==> src/hw/pwm_map_pkg.sv <==
// Register map and control word layout of the PWM generator, imported by the sequencer and generator
package pwm_map_pkg;

    // Field view of the control register
    typedef struct packed {
        logic [28:0] reserved;
        logic        centre_mode;
        logic        output_enable;
        logic        counter_enable;
    } pwm_control_fields_t;

    // The bus carries the raw word and the generator reads it back through the fields
    typedef union packed {
        logic [31:0]         raw;
        pwm_control_fields_t fields;
    } pwm_control_t;

    // Byte offsets from the generator base address
    localparam logic [31:0] ctrl_offset       = 32'h000;
    localparam logic [31:0] compare_low_base  = 32'h100;
    localparam logic [31:0] compare_high_base = 32'h110;
    localparam logic [31:0] period_offset     = 32'h134;
    localparam logic [31:0] prescale_offset   = 32'h13c;
    localparam logic [31:0] polarity_offset   = 32'h144;

    // Control words for a running and a halted modulator
    localparam pwm_control_t modulator_on_word = pwm_control_fields_t'{
        reserved: '0, centre_mode: 1'b1, output_enable: 1'b1, counter_enable: 1'b1
    };
    localparam pwm_control_t modulator_off_word = pwm_control_fields_t'{
        reserved: '0, centre_mode: 1'b1, output_enable: 1'b0, counter_enable: 1'b0
    };

    // Configuration words for counting on every clock with outputs active high
    localparam logic [31:0] prescale_word = 32'h0;
    localparam logic [31:0] polarity_word = 32'h0;

endpackage

==> src/hw/vsi_types_pkg.sv <==
// Bus and compare types passed between the modulation blocks of the inverter subsystem
package vsi_types_pkg;

    // One register write towards the PWM generator
    typedef struct packed {
        logic [31:0] dest;
        logic [31:0] data;
        logic        valid;
    } write_request_t;

    // Centred switching instants of one phase leg within a PWM period
    typedef struct packed {
        logic [15:0] low;
        logic [15:0] high;
    } compare_pair_t;

endpackage

==> src/hw/compare_calculator.sv <==
// Two-stage pipeline turning a PWM period and per-phase duties into centred compare pairs
`timescale 1ns/1ps

module compare_calculator #(
    parameter int n_phases = 4
) (
    input  logic                         clock,
    input  logic                         reset,
    input  logic                         calculate,
    input  logic [15:0]                  period,
    input  logic [15:0]                  duty [n_phases],
    output vsi_types_pkg::compare_pair_t compares [n_phases],
    output logic                         calc_done
);

    logic        stage_valid;
    logic [15:0] half_period;
    logic [15:0] half_duty [n_phases];

    always_ff @(posedge clock) begin
        if (!reset) begin
            stage_valid <= 1'b0;
            calc_done   <= 1'b0;
        end else begin
            stage_valid <= calculate;
            calc_done   <= stage_valid;
        end
    end

    // Stage one clamps the duty to the period before halving
    always_ff @(posedge clock) begin
        if (calculate) begin
            half_period <= period >> 1;
            for (int i = 0; i < n_phases; i++) begin
                half_duty[i] <= ((duty[i] > period) ? period : duty[i]) >> 1;
            end
        end
    end

    // Stage two places the on-time symmetrically around mid-period
    always_ff @(posedge clock) begin
        if (stage_valid) begin
            for (int i = 0; i < n_phases; i++) begin
                compares[i].low  <= half_period - half_duty[i];
                compares[i].high <= half_period + half_duty[i];
            end
        end
    end

    // Relies on the stage one clamp keeping the half duty within the half period
    for (genvar i = 0; i < n_phases; i++) begin : g_order_check
        assert property (@(posedge clock) disable iff (!reset)
            calc_done |-> compares[i].low <= compares[i].high)
            else $error("phase %0d low compare above high compare", i);
    end

endmodule

==> src/hw/pre_modulation_sequencer.sv <==
// FSM that issues configuration, start/stop and compare update writes to the PWM generator
`timescale 1ns/1ps

module pre_modulation_sequencer #(
    parameter int          n_phases      = 4,
    parameter logic [31:0] pwm_base_addr = 32'h0
) (
    input  logic                          clock,
    input  logic                          reset,
    input  logic                          configure,
    input  logic                          start,
    input  logic                          stop,
    input  logic [n_phases-1:0]           update,
    input  logic [15:0]                   period,
    input  vsi_types_pkg::compare_pair_t  compares [n_phases],
    input  logic                          calc_done,
    input  logic                          ready,
    output logic                          calculate,
    output logic                          done,
    output logic                          modulator_status,
    output vsi_types_pkg::write_request_t write_request
);

    import pwm_map_pkg::*;
    import vsi_types_pkg::*;

    localparam int n_updates = 2 * n_phases + 1;
    localparam int idx_w     = $clog2(n_updates);

    // Configuration burst in the order it is written
    localparam logic [31:0] config_addr [3] = '{prescale_offset, polarity_offset, ctrl_offset};
    localparam logic [31:0] config_data [3] = '{prescale_word, polarity_word,
                                                modulator_off_word.raw};

    typedef enum logic [1:0] {
        idle,
        configuration,
        write_gap,
        update_modulator
    } state_t;

    state_t           state;
    state_t           return_state;
    logic [idx_w-1:0] index;
    logic             update_pending;
    logic             compares_ready;
    logic [15:0]      period_latched;
    compare_pair_t    compares_latched [n_phases];
    logic [31:0]      update_addr [n_updates];
    logic [15:0]      update_data [n_updates];

    // Update burst is the period first, then all low compares, then all high compares
    always_comb begin
        update_addr[0] = period_offset;
        update_data[0] = period_latched;
        for (int i = 0; i < n_phases; i++) begin
            update_addr[i + 1]            = compare_low_base + 32'(4 * i);
            update_data[i + 1]            = compares_latched[i].low;
            update_addr[i + 1 + n_phases] = compare_high_base + 32'(4 * i);
            update_data[i + 1 + n_phases] = compares_latched[i].high;
        end
    end

    // The period is sampled on the same edge as the calculator's first stage
    always_ff @(posedge clock) begin
        if (calculate) begin
            period_latched <= period;
        end
        if (calc_done) begin
            compares_latched <= compares;
        end
    end

    always_ff @(posedge clock) begin
        if (!reset) begin
            state            <= idle;
            return_state     <= idle;
            index            <= '0;
            update_pending   <= 1'b0;
            compares_ready   <= 1'b0;
            calculate        <= 1'b0;
            done             <= 1'b0;
            modulator_status <= 1'b0;
            write_request    <= '0;
        end else begin
            calculate      <= 1'b0;
            done           <= 1'b0;
            update_pending <= update_pending | (|update);
            if (calc_done) begin
                compares_ready <= 1'b1;
            end

            case (state)
                idle: begin
                    if (configure) begin
                        index <= '0;
                        state <= configuration;
                    end else if (start || stop) begin
                        modulator_status    <= start;
                        write_request.dest  <= pwm_base_addr + ctrl_offset;
                        write_request.data  <= start ? modulator_on_word.raw
                                                     : modulator_off_word.raw;
                        write_request.valid <= 1'b1;
                        return_state        <= idle;
                        state               <= write_gap;
                    end else if (compares_ready && !modulator_status) begin
                        // A result landing this very cycle still needs its own burst
                        compares_ready <= calc_done;
                        index          <= '0;
                        state          <= update_modulator;
                    end else if (update_pending && !modulator_status) begin
                        calculate      <= 1'b1;
                        update_pending <= |update;
                    end
                end

                configuration: begin
                    write_request.dest  <= pwm_base_addr + config_addr[index[1:0]];
                    write_request.data  <= config_data[index[1:0]];
                    write_request.valid <= 1'b1;
                    return_state        <= configuration;
                    state               <= write_gap;
                end

                update_modulator: begin
                    write_request.dest  <= pwm_base_addr + update_addr[index];
                    write_request.data  <= 32'(update_data[index]);
                    write_request.valid <= 1'b1;
                    return_state        <= update_modulator;
                    state               <= write_gap;
                end

                write_gap: begin
                    // The request is held until the generator takes it
                    if (ready) begin
                        write_request.valid <= 1'b0;
                        index               <= index + 1'b1;
                        if (return_state == configuration && index == idx_w'(2)) begin
                            done  <= 1'b1;
                            state <= idle;
                        end else if (return_state == update_modulator
                                     && index == idx_w'(n_updates - 1)) begin
                            state <= idle;
                        end else begin
                            state <= return_state;
                        end
                    end
                end

                default: state <= idle;
            endcase
        end
    end

    // The generator only stalls in the gap cycle, so a request never stays up
    assert property (@(posedge clock) disable iff (!reset)
        write_request.valid |=> !write_request.valid)
        else $error("write request valid in two consecutive cycles");

    assert property (@(posedge clock) disable iff (!reset)
        write_request.valid && return_state == update_modulator |-> !modulator_status)
        else $error("compare update written while the modulator runs");

endmodule

==> src/hw/pwm_generator.sv <==
// PWM generator with bus-written register file, period counter and centre-aligned phase outputs
`timescale 1ns/1ps

module pwm_generator #(
    parameter int          n_phases      = 4,
    parameter logic [31:0] pwm_base_addr = 32'h0
) (
    input  logic                          clock,
    input  logic                          reset,
    input  vsi_types_pkg::write_request_t write_request,
    output logic                          ready,
    output logic [n_phases-1:0]           pwm_out
);

    import pwm_map_pkg::*;
    import vsi_types_pkg::*;

    logic [31:0]         offset;
    logic                write_accept;
    logic                offset_known;
    logic                apply_control;
    pwm_control_t        control;
    pwm_control_t        control_staged;
    logic [15:0]         period_reg;
    logic [15:0]         prescale_reg;
    logic [15:0]         prescale_count;
    logic [15:0]         counter;
    logic [n_phases-1:0] polarity;
    logic [n_phases-1:0] in_window;
    compare_pair_t       compare_reg [n_phases];

    assign offset       = write_request.dest - pwm_base_addr;
    assign ready        = !apply_control;
    assign write_accept = write_request.valid && ready;

    always_comb begin
        offset_known = offset inside {ctrl_offset, period_offset, prescale_offset,
                                      polarity_offset};
        for (int i = 0; i < n_phases; i++) begin
            if (offset == compare_low_base + 32'(4 * i)
                || offset == compare_high_base + 32'(4 * i)) begin
                offset_known = 1'b1;
            end
        end
    end

    // A control word is staged on the write and takes effect one cycle later
    always_ff @(posedge clock) begin
        if (!reset) begin
            apply_control <= 1'b0;
            control       <= modulator_off_word;
            prescale_reg  <= '0;
            polarity      <= '0;
        end else begin
            apply_control <= write_accept && offset == ctrl_offset;
            if (apply_control) begin
                control <= control_staged;
            end
            if (write_accept && offset == prescale_offset) begin
                prescale_reg <= write_request.data[15:0];
            end
            if (write_accept && offset == polarity_offset) begin
                polarity <= write_request.data[n_phases-1:0];
            end
        end
    end

    always_ff @(posedge clock) begin
        if (write_accept) begin
            if (offset == ctrl_offset) begin
                control_staged.raw <= write_request.data;
            end
            if (offset == period_offset) begin
                period_reg <= write_request.data[15:0];
            end
            for (int i = 0; i < n_phases; i++) begin
                if (offset == compare_low_base + 32'(4 * i)) begin
                    compare_reg[i].low <= write_request.data[15:0];
                end
                if (offset == compare_high_base + 32'(4 * i)) begin
                    compare_reg[i].high <= write_request.data[15:0];
                end
            end
        end
    end

    // Counter advances once per prescaler tick and wraps at period minus one
    always_ff @(posedge clock) begin
        if (!reset || !control.fields.counter_enable) begin
            counter        <= '0;
            prescale_count <= '0;
        end else if (prescale_count >= prescale_reg) begin
            prescale_count <= '0;
            counter        <= (counter >= period_reg - 16'd1) ? '0 : counter + 16'd1;
        end else begin
            prescale_count <= prescale_count + 16'd1;
        end
    end

    // The window opens at the low compare and closes at the high compare
    always_comb begin
        for (int i = 0; i < n_phases; i++) begin
            in_window[i] = counter >= compare_reg[i].low && counter < compare_reg[i].high;
        end
    end

    always_ff @(posedge clock) begin
        if (!reset) begin
            pwm_out <= '0;
        end else begin
            pwm_out <= {n_phases{control.fields.output_enable}} & (in_window ^ polarity);
        end
    end

    assert property (@(posedge clock) disable iff (!reset) write_accept |-> offset_known)
        else $error("write to unmapped offset %h ignored", offset);

endmodule

==> src/hw/vsi_modulator_top.sv <==
// Top level of the inverter modulator, joining sequencer, compare calculator and PWM generator
`timescale 1ns/1ps

module vsi_modulator_top #(
    parameter int          n_phases      = 4,
    parameter logic [31:0] pwm_base_addr = 32'h4000_0000
) (
    input  logic                clock,
    input  logic                reset,
    input  logic                configure,
    input  logic                start,
    input  logic                stop,
    input  logic [n_phases-1:0] update,
    input  logic [15:0]         period,
    input  logic [15:0]         duty [n_phases],
    output logic                done,
    output logic                modulator_status,
    output logic [n_phases-1:0] pwm_out
);

    import vsi_types_pkg::*;

    logic           calculate;
    logic           calc_done;
    logic           ready;
    compare_pair_t  compares [n_phases];
    write_request_t write_request;

    compare_calculator #(
        .n_phases (n_phases)
    ) compare_calculator_inst (
        .clock     (clock),
        .reset     (reset),
        .calculate (calculate),
        .period    (period),
        .duty      (duty),
        .compares  (compares),
        .calc_done (calc_done)
    );

    pre_modulation_sequencer #(
        .n_phases      (n_phases),
        .pwm_base_addr (pwm_base_addr)
    ) pre_modulation_sequencer_inst (
        .clock            (clock),
        .reset            (reset),
        .configure        (configure),
        .start            (start),
        .stop             (stop),
        .update           (update),
        .period           (period),
        .compares         (compares),
        .calc_done        (calc_done),
        .ready            (ready),
        .calculate        (calculate),
        .done             (done),
        .modulator_status (modulator_status),
        .write_request    (write_request)
    );

    pwm_generator #(
        .n_phases      (n_phases),
        .pwm_base_addr (pwm_base_addr)
    ) pwm_generator_inst (
        .clock         (clock),
        .reset         (reset),
        .write_request (write_request),
        .ready         (ready),
        .pwm_out       (pwm_out)
    );

endmodule

==> config.mk <==
export PLATFORM = sky130hd
export DESIGN_NAME = vsi_modulator_top
export DESIGN_NICKNAME = d
export VERILOG_FILES = /design/src/hw/pwm_map_pkg.sv /design/src/hw/vsi_types_pkg.sv /design/src/hw/compare_calculator.sv /design/src/hw/pre_modulation_sequencer.sv /design/src/hw/pwm_generator.sv /design/src/hw/vsi_modulator_top.sv
export SDC_FILE = /design/constraint.sdc
export NUM_CORES = 1
export LEC_CHECK = 0
export BUFFER_PORTS_ARGS = -buffer_cell sky130_fd_sc_hd__buf_2
export CORE_ASPECT_RATIO = 1.75
export CORE_MARGIN = 1
export CORE_UTILIZATION = 45
export CTS_BUF_LIST = sky130_fd_sc_hd__clkbuf_8
export CTS_CLUSTER_SIZE = 12
export DETAILED_ROUTE_END_ITERATION = 10
export GPL_TIMING_DRIVEN = 0
export SLEW_MARGIN = 0
export SYNTH_ARGS = -nofsm -noshare
export SYNTH_HDL_FRONTEND = slang
export SYNTH_SLANG_ARGS = --single-unit
==> constraint.sdc <==
create_clock -name clock -period 5.9 [get_ports clock]
set_input_delay 0.885 -clock clock [delete_from_list [all_inputs] [get_ports clock]]
set_output_delay 0.885 -clock clock [all_outputs]
set_load 0.02 [all_outputs]
Yosys cells after proc, flatten, opt, wreduce, memory -nomap -nowiden
Memories as Yosys holds them, arrays and structs flattened.
Index checks and enable logic that the tools add are counted.
- bits in read-only memories: 512
- input bits: 89
- logic and storage cells: 228
- memories: 3
- output and inout port bits: 6
- register bits: 428
- memory bits (writable): 188
- bits in latches: 0
- multiply operators: 0
- shift-type cells: 0
- $add $sub $neg: 15
- bitwise logic cells: 9
- div/mod/pow operators: 0
- reductions and logical operators: 37
- muxes and demuxes: 84
- $lt $le $gt $ge: 16
- eq/ne operators: 24
- memory list (memory ; depth ; width ; rd ports ; clocked after Yosys merged registers in ; write ports ; RTL line ; RTL):
    (name not given) ; 16 ; 32 ; 1 ; 0 ; 0 ; pre_modulation_sequencer.sv:126 ; write_request.dest <= pwm_base_addr + update_addr[index];
    pwm_generator_inst.compare_reg ; 4 ; 32 ; 4 ; 0 ; 1 ; pwm_generator.sv:30 ; compare_pair_t compare_reg [n_phases];
    compare_calculator_inst.half_duty ; 4 ; 15 ; 4 ; 0 ; 4 ; compare_calculator.sv:18 ; logic [15:0] half_duty [n_phases];
- operators with widths (kind ; number):
    $eq 32x9->1 const B ; 11
    $mux 32 ; 9
    $pmux 64 s3 ; 1
    $mux 65 ; 2
    $bmux 32 s2 ; 2
    $mux 16 ; 7
    $ge 16x16->1 ; 6
    $reduce_or 32->1 ; 3
    $add 15x16->16 ; 4
    $add 31x32->32 const A ; 2
    $bmux 16 s4 ; 1
    $gt 16x16->1 ; 4
    $lt 16x16->1 ; 4
    $sub 15x16->16 ; 4
    $mux 1 ; 39
    $add 16x1->16 const B ; 2
    $logic_not 32->1 ; 1
    $sub 32x31->32 const B ; 1
    $mux 2 ; 15
    $mux 4 ; 4
    $sub 16x1->16 const B ; 1
    $logic_and 1x1->1 ; 12
    $pmux 2 s3 ; 2
    $reduce_and 3->1 ; 3
    31 further kinds ; 45

Logic depth before layout (Yosys ltp)
Gate-level depths: netlist of the first run.
- word-level depth: 9
- depth in mapped cells: 16
- mapped depth without buffers: 14

By module
From an unflattened synthesis of the first run, not the netlist that was laid out.
- cell total of the unflattened synthesis: 2793
- area total of the unflattened synthesis: 32708.9 um2
- modules (own cells, without submodules) (module ; times used ; area an instance (um2) ; cells each):
    compare_calculator ; 1 ; 14083.5 ; 1310
    pwm_generator ; 1 ; 11169.5 ; 985
    pre_modulation_sequencer ; 1 ; 7455.9 ; 498

Worst setup path before layout of the first run
No wires, ideal clock.
- path kind: register to register
- from: reg compare_calculator_inst.calc_done
- to: reg pre_modulation_sequencer_inst.compares_latched[0] (netlist bit) (enable)
- stages on the path, launching flop included: 1
- period minus slack after synthesis: 3.498 ns
- data arrival time: 3.003 ns
- slack: 2.402 ns
- path through: dfxtp_1
- RTL lines (element ; RTL line ; RTL):
    start, declared ; compare_calculator.sv:13 ; output logic calc_done
    start signal, assigned ; compare_calculator.sv:26 ; calc_done <= stage_valid;
    end signal, assigned ; pre_modulation_sequencer.sv:70 ; compares_latched <= compares;
    end, declared ; pre_modulation_sequencer.sv:48 ; compare_pair_t compares_latched [n_phases];
No word-level cell between the ends.

Worst setup path after layout of the first run
- from: reg pwm_generator_inst.period_reg[3]
- to: reg pwm_generator_inst.counter[10]
- cells in the longest elaborated chain, start to end: 3
- ends and longest elaborated chain (element ; RTL line ; RTL):
    start, declared ; pwm_generator.sv:24 ; logic [15:0] period_reg;
    start signal, assigned ; pwm_generator.sv:74 ; period_reg <= write_request.data[15:0];
    $sub 16x1->16 ; pwm_generator.sv:94 ; counter <= (counter >= period_reg - 16'd1) ? '0 : counter + 16'd1;
    $ge 16x16->1 ; pwm_generator.sv:94 ;
    $mux 16 ; pwm_generator.sv:94 ;
    end signal, assigned ; pwm_generator.sv:94 ;
    end, declared ; pwm_generator.sv:27 ; logic [15:0] counter;
Every way passes these cells.
A chain may end at the register's enable or synchronous reset.

==> summary.txt, run 1 <==
Placement
  – Routability cong.: 0.892
  – Placed insts: 3592
  – DPL Wire Length: 60.5 mm
  – # port buffers: 94
  – Worst slack at placement: 1.85 ns

Layout
  – Fin util: 0.507
  – Max FFs per register: 128
  – P&R area growth vs syn: 10.9%
  – Layout Cells excl Fill: 3739
  – Share of layout cells above drive strength 1: 0.120
  – Final nets: 3225

Clocking
  – Clk_lat worst skew: 0.66 ns
  – CTS Buffer Depth: 3
  – Post-cts hold buffer count: 0
  – CTS clk-pin slew, worst paths: 0.07 ns
  – H-Tree Depth: 3
  – CTS Buf Count: 82
  – Post-CTS setup buffer count: 0
  – CTS tree: done
  – Post_cts resized: 0
  – Root Driver: clkbuf_8
  – Sink Count: 568

Synth
  – Avg Inst Size Synth: 11.9 um2
  – Number of synthesized flops with an enable pin: 470
  – Mux contribution to synthesized area: 0.0523
  – Ys flop type: edfxtp_1
  – Cell area after synthesis: 30900 um2
  – Top cells by area, synth: edfxtp_1, ha_1, dfxtp_1
  – Share of the synthesized area in the top cell type: 0.457
  – Synth Area in XOR/XNOR: 0.0374
  – Register area share after synthesis: 0.520
  – Largest family of logic cells by synthesized area: adder cells
  – Synth Area in Adders: 0.146
  – Yosys top cell by area: edfxtp_1
  – Number of synthesized register bits: 568
  – Library cells used by synthesis: 86
  – Ys async rst share: 0
  – Compound-cell area share of the yosys netlist: 0.108
  – Syn Inst Count: 2593
  – Post-synthesis simple-gate area fraction: 0.0919
  – YS warnings: 0
  – Synthesized net count: 3038

Global route
  – Antenna violations before repair: 1
  – GR Overflow Total: 0
  – First-pass GRT wire length: 119 mm
  – Global-route track usage on met3: 0.0274
  – GR peak layer: met2
  – GRT Overall Usage: 0.226
  – Largest net degree at the start of global routing: 77
  – Grt met2 use: 0.466
  – Routing usage on met1: 0.196
  – Vias in the first global route: 21538

Timing
  – Min setup slack post-route: 2.04 ns
  – Slew Limit Fails: 0
  – Worst Max-Slew Pin Slew: 1.12 ns
  – Final Setup Violations: 0
  – Fin. Hold Viols: 0
  – Fmax achieved: 259 MHz
  – Post-Route Setup TNS: 0 ns
  – Post-route clock skew: 0.0248 ns
  – Crit path time final: 3.86 ns
  – Period utilization: 0.654
  – Slew headroom: 0.235
  – Setup repair after global routing missed its margin: no

Worst setup path
  – Worst setup EP type: flop
  – CP Class: flop to flop
  – CP Data Required Time: 6.49 ns
  – Worst reg2reg startpoint: pwm_generator_inst.period_reg[3]
  – Flop-to-flop setup slack: 2.04 ns
  – RR Endpoint: pwm_generator_inst.counter[10]
  – Critical path data arrival time: 4.45 ns
  – Worst Setup Start Kind: flop
  – CP Max Fanout: 10
  – FF-to-FF path depth: 16

Detailed routing
  – Drt drc: 0
  – ANT nets after route: 0
  – 1st-pass router iterations: 5
  – Vias per std cell: 5.44
  – Final WL: 78.0 mm
  – Via Count: 20325
  – Initial DRC Count: 884
  – Wire length per cell: 20.9 um

Hold path
  – Min-delay src: compare_calculator_inst.compares[99]
  – Worst Hold Depth: 0
  – Worst min-delay path class: flop to flop
  – Hold path endpoint: pre_modulation_sequencer_inst.compares_latched[99]

Status
  – Run status: finished clean

Power and ir drop
  – Worst vdd ir: 0.118 mV
  – Total Power: 0.00803 W
  – PwrDens: 234 nW/um2
  – Leak Pwr: 13.9 nW

Floorplanning
  – Die X: 200 um
  – DIE AREA: 69800 um2
  – I/O pin count: 95
  – Die extent in y: 349 um
  – Core Area: 67600 um2
  – FP Rows: 126
  – Starting Density: 0.457

Run
  – Max-cap viol count: 0
==> stage by stage <==
step           hold WS, ns  cell area (um2)
2_1_floorplan        0.400            30900
3_3_place_gp         0.402            32500
3_5_place_dp         0.405            32700
4_1_cts              0.409            34300
5_1_grt              0.407            34300
6_report             0.409            34300
==> cell type report <==
cell class,count,area (um2)
repair buffers,103,624
multi-input cells,1664,13500
plain buffers,72,302
clock inverters,58,375
flip-flops and latches,568,16100
well taps,896,1120
inverters,289,1080
clock buffers,88,1210
diodes,1,2.50
fillers,6020,33300
==> cell families after synthesis <==
group,Yosys count
adder cells (fa/ha/maj),356
AND/OR/NAND/NOR,555
XOR/XNOR,132
flip-flops,568
multiplexers,115
AO/OA/AOI/OAI,506
buffers and inverters,361
==> where the power goes <==
group | switching [W] | leakage (nW) | internal, W
combinational | 0.000318 | 7.73 | 0.000229
clock | 0.00149 | 0.910 | 0.00160
sequential | 0.0000431 | 5.26 | 0.00435
==> Yosys cell counts (5+ instances only) <==
cell / instances
a2111oi_0: 8
a211oi_1: 20
a21boi_0: 8
a21o_1: 72
a21oi_1: 162
a221oi_1: 6
a31oi_1: 15
and2_1: 6
and3_1: 22
and4_1: 10
buf_2: 16
clkbuf_1: 52
dfxtp_1: 98
edfxtp_1: 470
fa_1: 8
ha_1: 348
inv_1: 289
mux2_1: 15
mux2_2: 46
mux2i_1: 23
mux4_2: 31
nand2_1: 99
nand2b_1: 28
nand3_1: 32
nand3b_1: 6
nand4_1: 32
nor2_1: 140
nor2b_1: 66
nor3_1: 60
nor3b_1: 6
nor4_1: 11
o211ai_1: 11
o21a_1: 20
o21ai_0: 77
o21ai_1: 16
o21bai_1: 19
o31ai_1: 7
or2_2: 6
or3_1: 11
or4_1: 5
xnor2_1: 101
xor2_1: 31
==> how the worst max path moves through the flow <==
stage / startpoint / endpoint / slack [ns] / cells past startpoint
global placement: compare_calculator_inst.stage_valid / compare_calculator_inst.compares[45] / 0.94 / 0
detailed placement: period[1] / compare_calculator_inst.half_duty[3][10] / 1.85 / 11
finish: pwm_generator_inst.period_reg[3] / pwm_generator_inst.counter[10] / 2.04 / 16
global route: pwm_generator_inst.period_reg[3] / pwm_generator_inst.counter[11] / 1.82 / 16
CTS: pwm_generator_inst.period_reg[3] / pwm_generator_inst.counter[10] / 2.09 / 16
floorplan: compare_calculator_inst.calc_done / pre_modulation_sequencer_inst.compares_latched[0] / 2.40 / 0
==> critical path, stage by stage (launching register included) <==
cell      delay (ns)
edfxtp_1        0.42
or3_1           0.43
nor4_1          0.41
nand2_1         0.16
nor3_1          0.37
nand2_1         0.12
xor2_1          0.17
ha_1            0.31
a21o_1          0.19
a211oi_1        0.29
nand2_1         0.08
nor2_1          0.11
o31ai_1         0.09
and3_1          0.18
buf_2           0.16
buf_2           0.19
nor2_1          0.12
==> layer usage <==
| layer | share of wire | vias up |
|---|---|---|
| met5 | 0 | - |
| met2 | 0.58 | 508 |
| met3 | 0.031 | 212 |
| met4 | 0.069 | 0 |
| met1 | 0.32 | 9798 |
| li1 | - | 9807 |
==> cells in the final DEF (no fill, tap or decap), drive strengths merged, types with 32 or more instances in the layout <==
master and instances:
nor2b 66, clkbuf 140, xnor2 101, nand3 32
o21ai 94, ha 348, edfxtp 470, nand2 99
a21o 72, mux2 61, nand4 33, dfxtp 98
a21oi 163, inv 316, buf 123, nor3 60
nor2 140
(Power assumes the default switching activity.)
==> run 2, diff against run 1 <==
==> constraint.sdc (replaced) <==
create_clock -name clock -period 3.3 [get_ports clock]
set_input_delay 0.495 -clock clock [delete_from_list [all_inputs] [get_ports clock]]
set_output_delay 0.495 -clock clock [all_outputs]
set_load 0.02 [all_outputs]
==> run 2 against run 1 <==
  * Worst hold slack worse by 0.32 ns
  * Sequential power is 79% higher
  * Clock skew is 0.0033 ns higher
  * Cell area is 0.60% higher
  * Worst setup slack worse by 1.9 ns
  * Global-route usage is 0.18 points higher
  * Sequential share of layout area is 0.28 points lower
  * First-iteration DRC count is 6.9% higher
  * Largest power group unchanged
==> summary.txt, run 2 (synthesized netlist as in run 1, its figures left out) <==
Floorplanning
  – Die X: 200 um (unchanged)
  – FP Rows: 126 (unchanged)
  – Core Area: 67600 um2 (unchanged)
  – I/O pin count: 95 (unchanged)
  – Starting Density: 0.457 (unchanged)
  – Die extent in y: 349 um (unchanged)
  – DIE AREA: 69800 um2 (unchanged)

Clocking
  – Clk_lat worst skew: 0.66 ns (about the same)
  – CTS Buf Count: 82 (unchanged)
  – CTS clk-pin slew, worst paths: 0.06 ns (was 0.07 ns)
  – CTS tree: done (unchanged)
  – Post-cts hold buffer count: 0 (unchanged)
  – H-Tree Depth: 3 (unchanged)
  – CTS Buffer Depth: 3 (unchanged)
  – Root Driver: clkbuf_8 (unchanged)
  – Sink Count: 568 (unchanged)

Worst setup path
  – FF-to-FF path depth: 9 (was 16)
  – CP Data Required Time: 3.70 ns (was 6.49 ns)
  – Critical path data arrival time: 3.59 ns (was 4.45 ns)
  – Critical path cell sequence: buf_4, ha_1, nor2b_1, o21ai_1, a21oi_1, a211o_2, a221oi_1, a21oi_1, xnor2_1 (was or3_1, nor4_1, nand2_1, nor3_1, nand2_1, xor2_1, ha_1, a21o_1, a211oi_1, nand2_1, nor2_1, o31ai_1, and3_1, buf_2, buf_2, nor2_1)
  – Worst reg2reg startpoint: pre_modulation_sequencer_inst.period_latched[2] (was pwm_generator_inst.period_reg[3])
  – CP Class: flop to flop (unchanged)
  – Worst Setup Start Kind: flop (unchanged)
  – Slowest library cell on the worst path: edfxtp_1 (was or3_1)
  – Worst Path Buf+Inv: 1 (was 2)
  – Most common cell on crit path: a21oi_1 (was nand2_1)
  – RR Endpoint: compare_calculator_inst.compares[93] (was pwm_generator_inst.counter[10])
  – Largest delay share family, worst path: compound AO/OA/AOI/OAI gates (was simple AND/OR/NAND/NOR gates)
  – End point of the critical path: compare_calculator_inst.compares[93] (was pwm_generator_inst.counter[10])
  – Critical Path Start: pre_modulation_sequencer_inst.period_latched[2] (was pwm_generator_inst.period_reg[3])
  – Flop-to-flop setup slack: 0.11 ns (was 2.04 ns)
  – Largest stage delay, worst path: 0.51 ns (was 0.43 ns)
  – Worst setup EP type: flop (unchanged)
  – CP Max Fanout: 5 (was 10)
  – Critical path depth in cells: 9 (was 16)

Power and ir drop
  – Clock power share: 0.381 (was 0.384)
  – Worst vdd ir: 0.228 mV (was 0.118 mV)
  – Sw frac: 0.234 (was 0.230)
  – P_sw: 0.00334 W (was 0.00185 W)
  – Seq pwr share: 0.550 (was 0.548)
  – Leak Pwr: 14.0 nW (was 13.9 nW)
  – PwrDens: 414 nW/um2 (was 234 nW/um2)
  – Int Power: 0.0109 W (was 0.00618 W)
  – Comb pwr share: 0.069 (was 0.068)

Global route
  – Vias in the first global route: 21815 (was 21538)
  – Antenna violations before repair: 1 (unchanged)
  – First-pass GRT wire length: 120 mm (was 119 mm)
  – GR Overflow Total: 0 (unchanged)
  – Largest net degree at the start of global routing: 77 (unchanged)
  – GRT Overall Usage: 0.228 (was 0.226)

Timing
  – Setup repair after global routing missed its margin: yes (was no)
  – Fmax achieved: 314 MHz (was 259 MHz)
  – Slew Limit Fails: 0 (unchanged)
  – Crit path time final: 3.19 ns (was 3.86 ns)
  – Slew headroom: 0.248 (was 0.235)
  – Worst Max-Slew Pin Slew: 1.13 ns (was 1.12 ns)
  – Min setup slack post-route: 0.111 ns (was 2.04 ns)
  – Fin. Hold Viols: 0 (unchanged)
  – Hold_ws: 0.0921 ns (was 0.409 ns)
  – Post-route clock skew: 0.0281 ns (was 0.0248 ns)
  – Period utilization: 0.966 (was 0.654)
  – Final Setup Violations: 0 (unchanged)

Layout
  – Fin util: 0.510 (was 0.507)
  – Commonest non-fill, non-tap cells in the layout: edfxtp_1, ha_1, inv_1, a21oi_1, nor2_1 (unchanged)
  – Max FFs per register: 128 (unchanged)
  – Share of layout cells above drive strength 1: 0.131 (was 0.120)
  – Layout Cells excl Fill: 3751 (was 3739)
  – P&R area growth vs syn: 11.6% (was 10.9%)
  – Final nets: 3237 (was 3225)
  – Area of the multi-input gates: 13600 um2 (was 13500 um2)
  – Reg area: 16100 um2 (unchanged)
  – Commonest non-fill, non-tap cell in the layout: edfxtp_1 (unchanged)
  – Final-layout fill cell count: 5961 (was 6020)

Detailed routing
  – Initial DRC Count: 945 (was 884)
  – Vias per std cell: 5.41 (was 5.44)
  – 1st-pass router iterations: 5 (unchanged)
  – Via Count: 20309 (was 20325)
  – ANT nets after route: 0 (unchanged)
  – Wire length per cell: 20.9 um (about the same)
  – Final WL: 78.3 mm (was 78.0 mm)
  – Drt drc: 0 (unchanged)

Placement
  – DPL Wire Length: 60.6 mm (was 60.5 mm)
  – Routability cong.: 0.921 (was 0.892)
  – # port buffers: 94 (unchanged)
  – Placed insts: 3592 (unchanged)
  – Worst slack at placement: -0.516 ns (was 1.85 ns)

Run
  – Max-cap viol count: 0 (unchanged)

Hold path
  – Worst Hold Depth: 1 (was 0)
  – Worst min-delay path class: input pin to flop (was flop to flop)

Status
  – Run status: finished clean (unchanged)
==> run 2: cell types whose count changed in the layout (fill, tap and decap cells not counted), moves of 3 or more <==
cell and change:
buf_4 +12, clkinvlp_4 +3, clkinv_1 +4, inv_1 -5
==> run 2: how the worst min path moves through the flow <==
stage | endpoint | slack, ns | from
2_1_floorplan | pre_modulation_sequencer_inst.compares_latched[0] | 0.40 | compare_calculator_inst.compares[16]
5_1_grt | pre_modulation_sequencer_inst.period_latched[12] | 0.05 | period[12]
3_5_place_dp | flop | 0.40 | compare_calculator_inst.compares[100]
3_3_place_gp | pre_modulation_sequencer_inst.compares_latched[2] | 0.40 | compare_calculator_inst.compares[2]
4_1_cts | pre_modulation_sequencer_inst.period_latched[12] | 0.02 | period[12]
6_report | pre_modulation_sequencer_inst.period_latched[12] | 0.09 | period[12]
==> run 2: area by class of cell <==
| class | instances | share of cell area |
|---|---|---|
| clock buffer | 86 | 0.0343 |
| multi-input combinational | 1664 | 0.394 |
| sequential | 568 | 0.466 |
| clock inverter | 60 | 0.0110 |
| timing repair buffer | 116 | 0.0212 |
| buffer | 71 | 0.00882 |
| antenna | 1 | 0.0000726 |
| inverter | 289 | 0.0316 |
| tap | 896 | 0.0325 |
==> run 2: metrics by stage <==
step / power, W / area, um2 / setup TNS [ns]
2_1_floorplan: 0.00861 / 30900 / 0
3_3_place_gp: 0.00898 / 32500 / -23.11
3_5_place_dp: 0.00900 / 32700 / -23.44
4_1_cts: 0.0145 / 34400 / 0
5_1_grt: 0.0148 / 34500 / -0.0118
6_report: 0.0143 / 34500 / 0
==> run 2: routing by layer <==
layer / wire, um / global-route usage
met3: 2140 / 0.0255
met2: 45300 / 0.467
met5: 0 / 0
met4: 5880 / 0.168
met1: 25000 / 0.197
==> run 2: power by group through the flow <==
| stage | Sequential (W) | Clock (W) | Combinational, W |
|---|---|---|---|
| finish | 0.00786 | 0.00544 | 0.000983 |
| global placement | 0.00802 | 0 | 0.000952 |
| floorplan | 0.00798 | 0 | 0.000623 |
| detailed placement | 0.00801 | 0 | 0.000982 |
| global route | 0.00786 | 0.00586 | 0.00107 |
| CTS | 0.00786 | 0.00561 | 0.000992 |
==> run 2: repair_timing <==
item                                    CTS  global route
setup buffers                            11             2
resized for setup                        21             7
endpoints found under the setup margin   31            19
pin swaps                                 7             4
==> run 3, diff against run 2 <==
--- a/config.mk
+++ b/config.mk
@@ -8,7 +8,7 @@
 export BUFFER_PORTS_ARGS = -buffer_cell sky130_fd_sc_hd__buf_2
 export CORE_ASPECT_RATIO = 1.75
 export CORE_MARGIN = 1
-export CORE_UTILIZATION = 45
+export CORE_UTILIZATION = 40
 export CTS_BUF_LIST = sky130_fd_sc_hd__clkbuf_8
 export CTS_CLUSTER_SIZE = 12
 export DETAILED_ROUTE_END_ITERATION = 10
==> run 3 against run 2 <==
  * Sequential power barely moved
  * Via count rose by 0.42%
  * First-iteration DRC count rose by 7.1%
  * Fmax fell by 1.5%
  * Clock power rose by 8.3%
  * Worst setup slack got worse by 0.050 ns
  * Combinational power barely moved
  * Power rose by 3.3%
  * Worst hold slack got worse by 0.021 ns
  * Critical path depth rose by 1
  * Die area rose by 12%
  * Largest cell class unchanged
  * Highest routed layer unchanged
==> summary.txt, run 3 (synthesized netlist as in run 1, its figures left out) <==
Clocking
  – Sink Count: 568 (unchanged)
  – CTS clk-pin slew, worst paths: 0.07 ns (was 0.06 ns)
  – CTS tree: done (unchanged)
  – Clk_lat worst skew: 0.72 ns (was 0.66 ns)
  – Root Driver: clkbuf_8 (unchanged)
  – CTS Buf Count: 82 (unchanged)
  – H-Tree Depth: 3 (unchanged)
  – CTS Buffer Depth: 3 (unchanged)

Detailed routing
  – Wire length per cell: 20.7 um (was 20.9 um)
  – ANT nets after route: 0 (unchanged)
  – Via Count: 20394 (was 20309)
  – Top Layer Used: met4 (unchanged)
  – 1st-pass router iterations: 5 (unchanged)
  – Final WL: 80.4 mm (was 78.3 mm)
  – Initial DRC Count: 1012 (was 945)
  – Drt drc: 0 (unchanged)
  – M1 WL: 26.2 mm (was 25.0 mm)
  – Routed length on met3: 2.05 mm (was 2.14 mm)
  – Met2 wire length: 45.8 mm (was 45.3 mm)
  – Vias per std cell: 5.24 (was 5.41)

Floorplanning
  – DIE AREA: 78400 um2 (was 69800 um2)
  – I/O pin count: 95 (unchanged)
  – Core Area: 76500 um2 (was 67600 um2)
  – Die extent in y: 370 um (was 349 um)
  – Starting Density: 0.404 (was 0.457)
  – FP Rows: 134 (was 126)
  – Die X: 212 um (was 200 um)

Worst setup path
  – Most common cell on crit path: buf_2 (was a21oi_1)
  – Worst Path Buf+Inv: 4 (was 1)
  – CP Class: input pin to flop (was flop to flop)
  – Largest stage delay, worst path: 0.53 ns (was 0.51 ns)
  – Slowest library cell on the worst path: dlygate4sd3_1 (was edfxtp_1)
  – Largest delay share family, worst path: compound AO/OA/AOI/OAI gates (unchanged)
  – CP Max Fanout: 10 (was 5)
  – FF-to-FF path depth: 7 (was 9)
  – Worst Setup Start Kind: input pin (was flop)
  – Critical path data arrival time: 3.69 ns (was 3.59 ns)
  – Critical path depth in cells: 10 (was 9)
  – Worst setup EP type: flop (unchanged)
  – CP Data Required Time: 3.75 ns (was 3.70 ns)
  – Critical path cell sequence: dlygate4sd3_1, buf_2, inv_1, ha_1, a21o_1, a21oi_1, o211ai_1, o21bai_4, buf_2, mux2_2 (was buf_4, ha_1, nor2b_1, o21ai_1, a21oi_1, a211o_2, a221oi_1, a21oi_1, xnor2_1)

Layout
  – Final nets: 3248 (was 3237)
  – Fin util: 0.457 (was 0.510)
  – P&R area growth vs syn: 13.1% (was 11.6%)
  – Layout Cells excl Fill: 3890 (was 3751)
  – Commonest non-fill, non-tap cells in the layout: edfxtp_1, ha_1, inv_1, a21oi_1, nor2_1 (unchanged)
  – Max FFs per register: 128 (unchanged)
  – Share of layout cells above drive strength 1: 0.138 (was 0.131)
  – Commonest non-fill, non-tap cell in the layout: edfxtp_1 (unchanged)

Global route
  – First-pass GRT wire length: 122 mm (was 120 mm)
  – Largest net degree at the start of global routing: 77 (unchanged)
  – GRT Overall Usage: 0.209 (was 0.228)
  – GR Overflow Total: 0 (unchanged)
  – Vias in the first global route: 21942 (was 21815)
  – Antenna violations before repair: 1 (unchanged)

Timing
  – Post-Route Setup TNS: 0 ns (unchanged)
  – Worst Max-Slew Pin Slew: 1.10 ns (was 1.13 ns)
  – Slew Limit Fails: 0 (unchanged)
  – Final Setup Violations: 0 (unchanged)
  – Slew headroom: 0.261 (was 0.248)
  – Fmax achieved: 309 MHz (was 314 MHz)
  – Setup repair after global routing missed its margin: yes (unchanged)
  – Post-route clock skew: 0.0487 ns (was 0.0281 ns)
  – Crit path time final: 3.24 ns (was 3.19 ns)
  – Min setup slack post-route: 0.0610 ns (was 0.111 ns)
  – Fin. Hold Viols: 0 (unchanged)
  – Period utilization: 0.982 (was 0.966)

Placement
  – Worst slack at placement: -0.548 ns (was -0.516 ns)
  – DPL Wire Length: 61.6 mm (was 60.6 mm)
  – Placed insts: 3716 (was 3592)
  – Routability cong.: 0.911 (was 0.921)
  – # port buffers: 94 (unchanged)

Hold path
  – Worst Hold Depth: 1 (unchanged)
  – Worst min-delay path class: input pin to flop (unchanged)

Power and ir drop
  – Total Power: 0.0147 W (was 0.0143 W)
  – Leak Pwr: 14.1 nW (was 14.0 nW)
  – PwrDens: 422 nW/um2 (was 414 nW/um2)
  – Worst vdd ir: 0.268 mV (was 0.228 mV)

Status
  – Run status: finished clean (unchanged)

Run
  – Max-cap viol count: 0 (unchanged)
-- run 3: cell types whose count changed in the layout (fill, tap and decap cells not counted), moves of 3 or more --
cell	previous run	this run
bufinv_16	4	7
clkbuf_8	86	89
clkinv_1	17	8
clkinv_2	10	16
dlygate4sd3_1	0	12
inv_6	0	4
nor2_1	135	125
nor2_2	5	15
o21bai_2	4	1
o21bai_4	0	3
-- run 3: stage by stage --
stage          instance area [um2]  hold slack [ns]
2_1_floorplan                30900            0.400
3_3_place_gp                 32700            0.401
3_5_place_dp                 32900            0.405
4_1_cts                      34800         0.000754
5_1_grt                      35000           0.0350
6_report                     35000           0.0710
-- run 3: final cells by class --
cell class                 instances  area (um2)
clock buffer                      89        1220
fill                            6993       41500
buffer                            70         299
timing repair buffer             128         850
inverter                         289        1090
multi-input combinational       1664       13700
antenna                            1        2.50
sequential                       568       16100
tap                             1020        1280
clock inverter                    61         464
-- run 3: final timing paths --
path / to / startpoint / slack (ns)
worst max-delay path: compare_calculator_inst.half_duty[2][8] / period[14] / 0.06
worst min-delay path: pre_modulation_sequencer_inst.period_latched[13] / period[13] / 0.07
worst max register to register: compare_calculator_inst.compares[45] / pre_modulation_sequencer_inst.period_latched[3] / 0.09
worst min register to register: pre_modulation_sequencer_inst.compares_latched[5] / compare_calculator_inst.compares[5] / 0.40
-- run 3: timing repair --
action	in CTS	in global routing
hold buffers	12	0
buffers inserted	7	5
cloned	0	1
setup endpoints to repair	33	42
hold endpoints to repair	12	0
pin swaps	2	16
gates resized for setup	16	32
-- run 3: worst reg2reg max path, delay by kind of cell, from the launching register on --
| family | cells | cell delay [ns] |
|---|---|---|
| adders and majority gates | 1 | 0.47 |
| and+or+nand+nor | 1 | 0.22 |
| xor gates and xnor gates | 1 | 0.23 |
| DFF | 1 | 0.55 |
| AOI/OAI and AO/OA | 4 | 1.45 |
-- run 3: layer usage --
layer	track usage	vias up
met1	0.181	9841
met5	0	-
met2	0.421	455
met4	0.164	0
li1	-	9855
met3	0.0242	243
-- run 3: power breakdown --
part / internal [W] / switching [W]
Sequential: 0.00778 / 0.0000761
Clock: 0.00306 / 0.00283
Combinational: 0.000424 / 0.000578
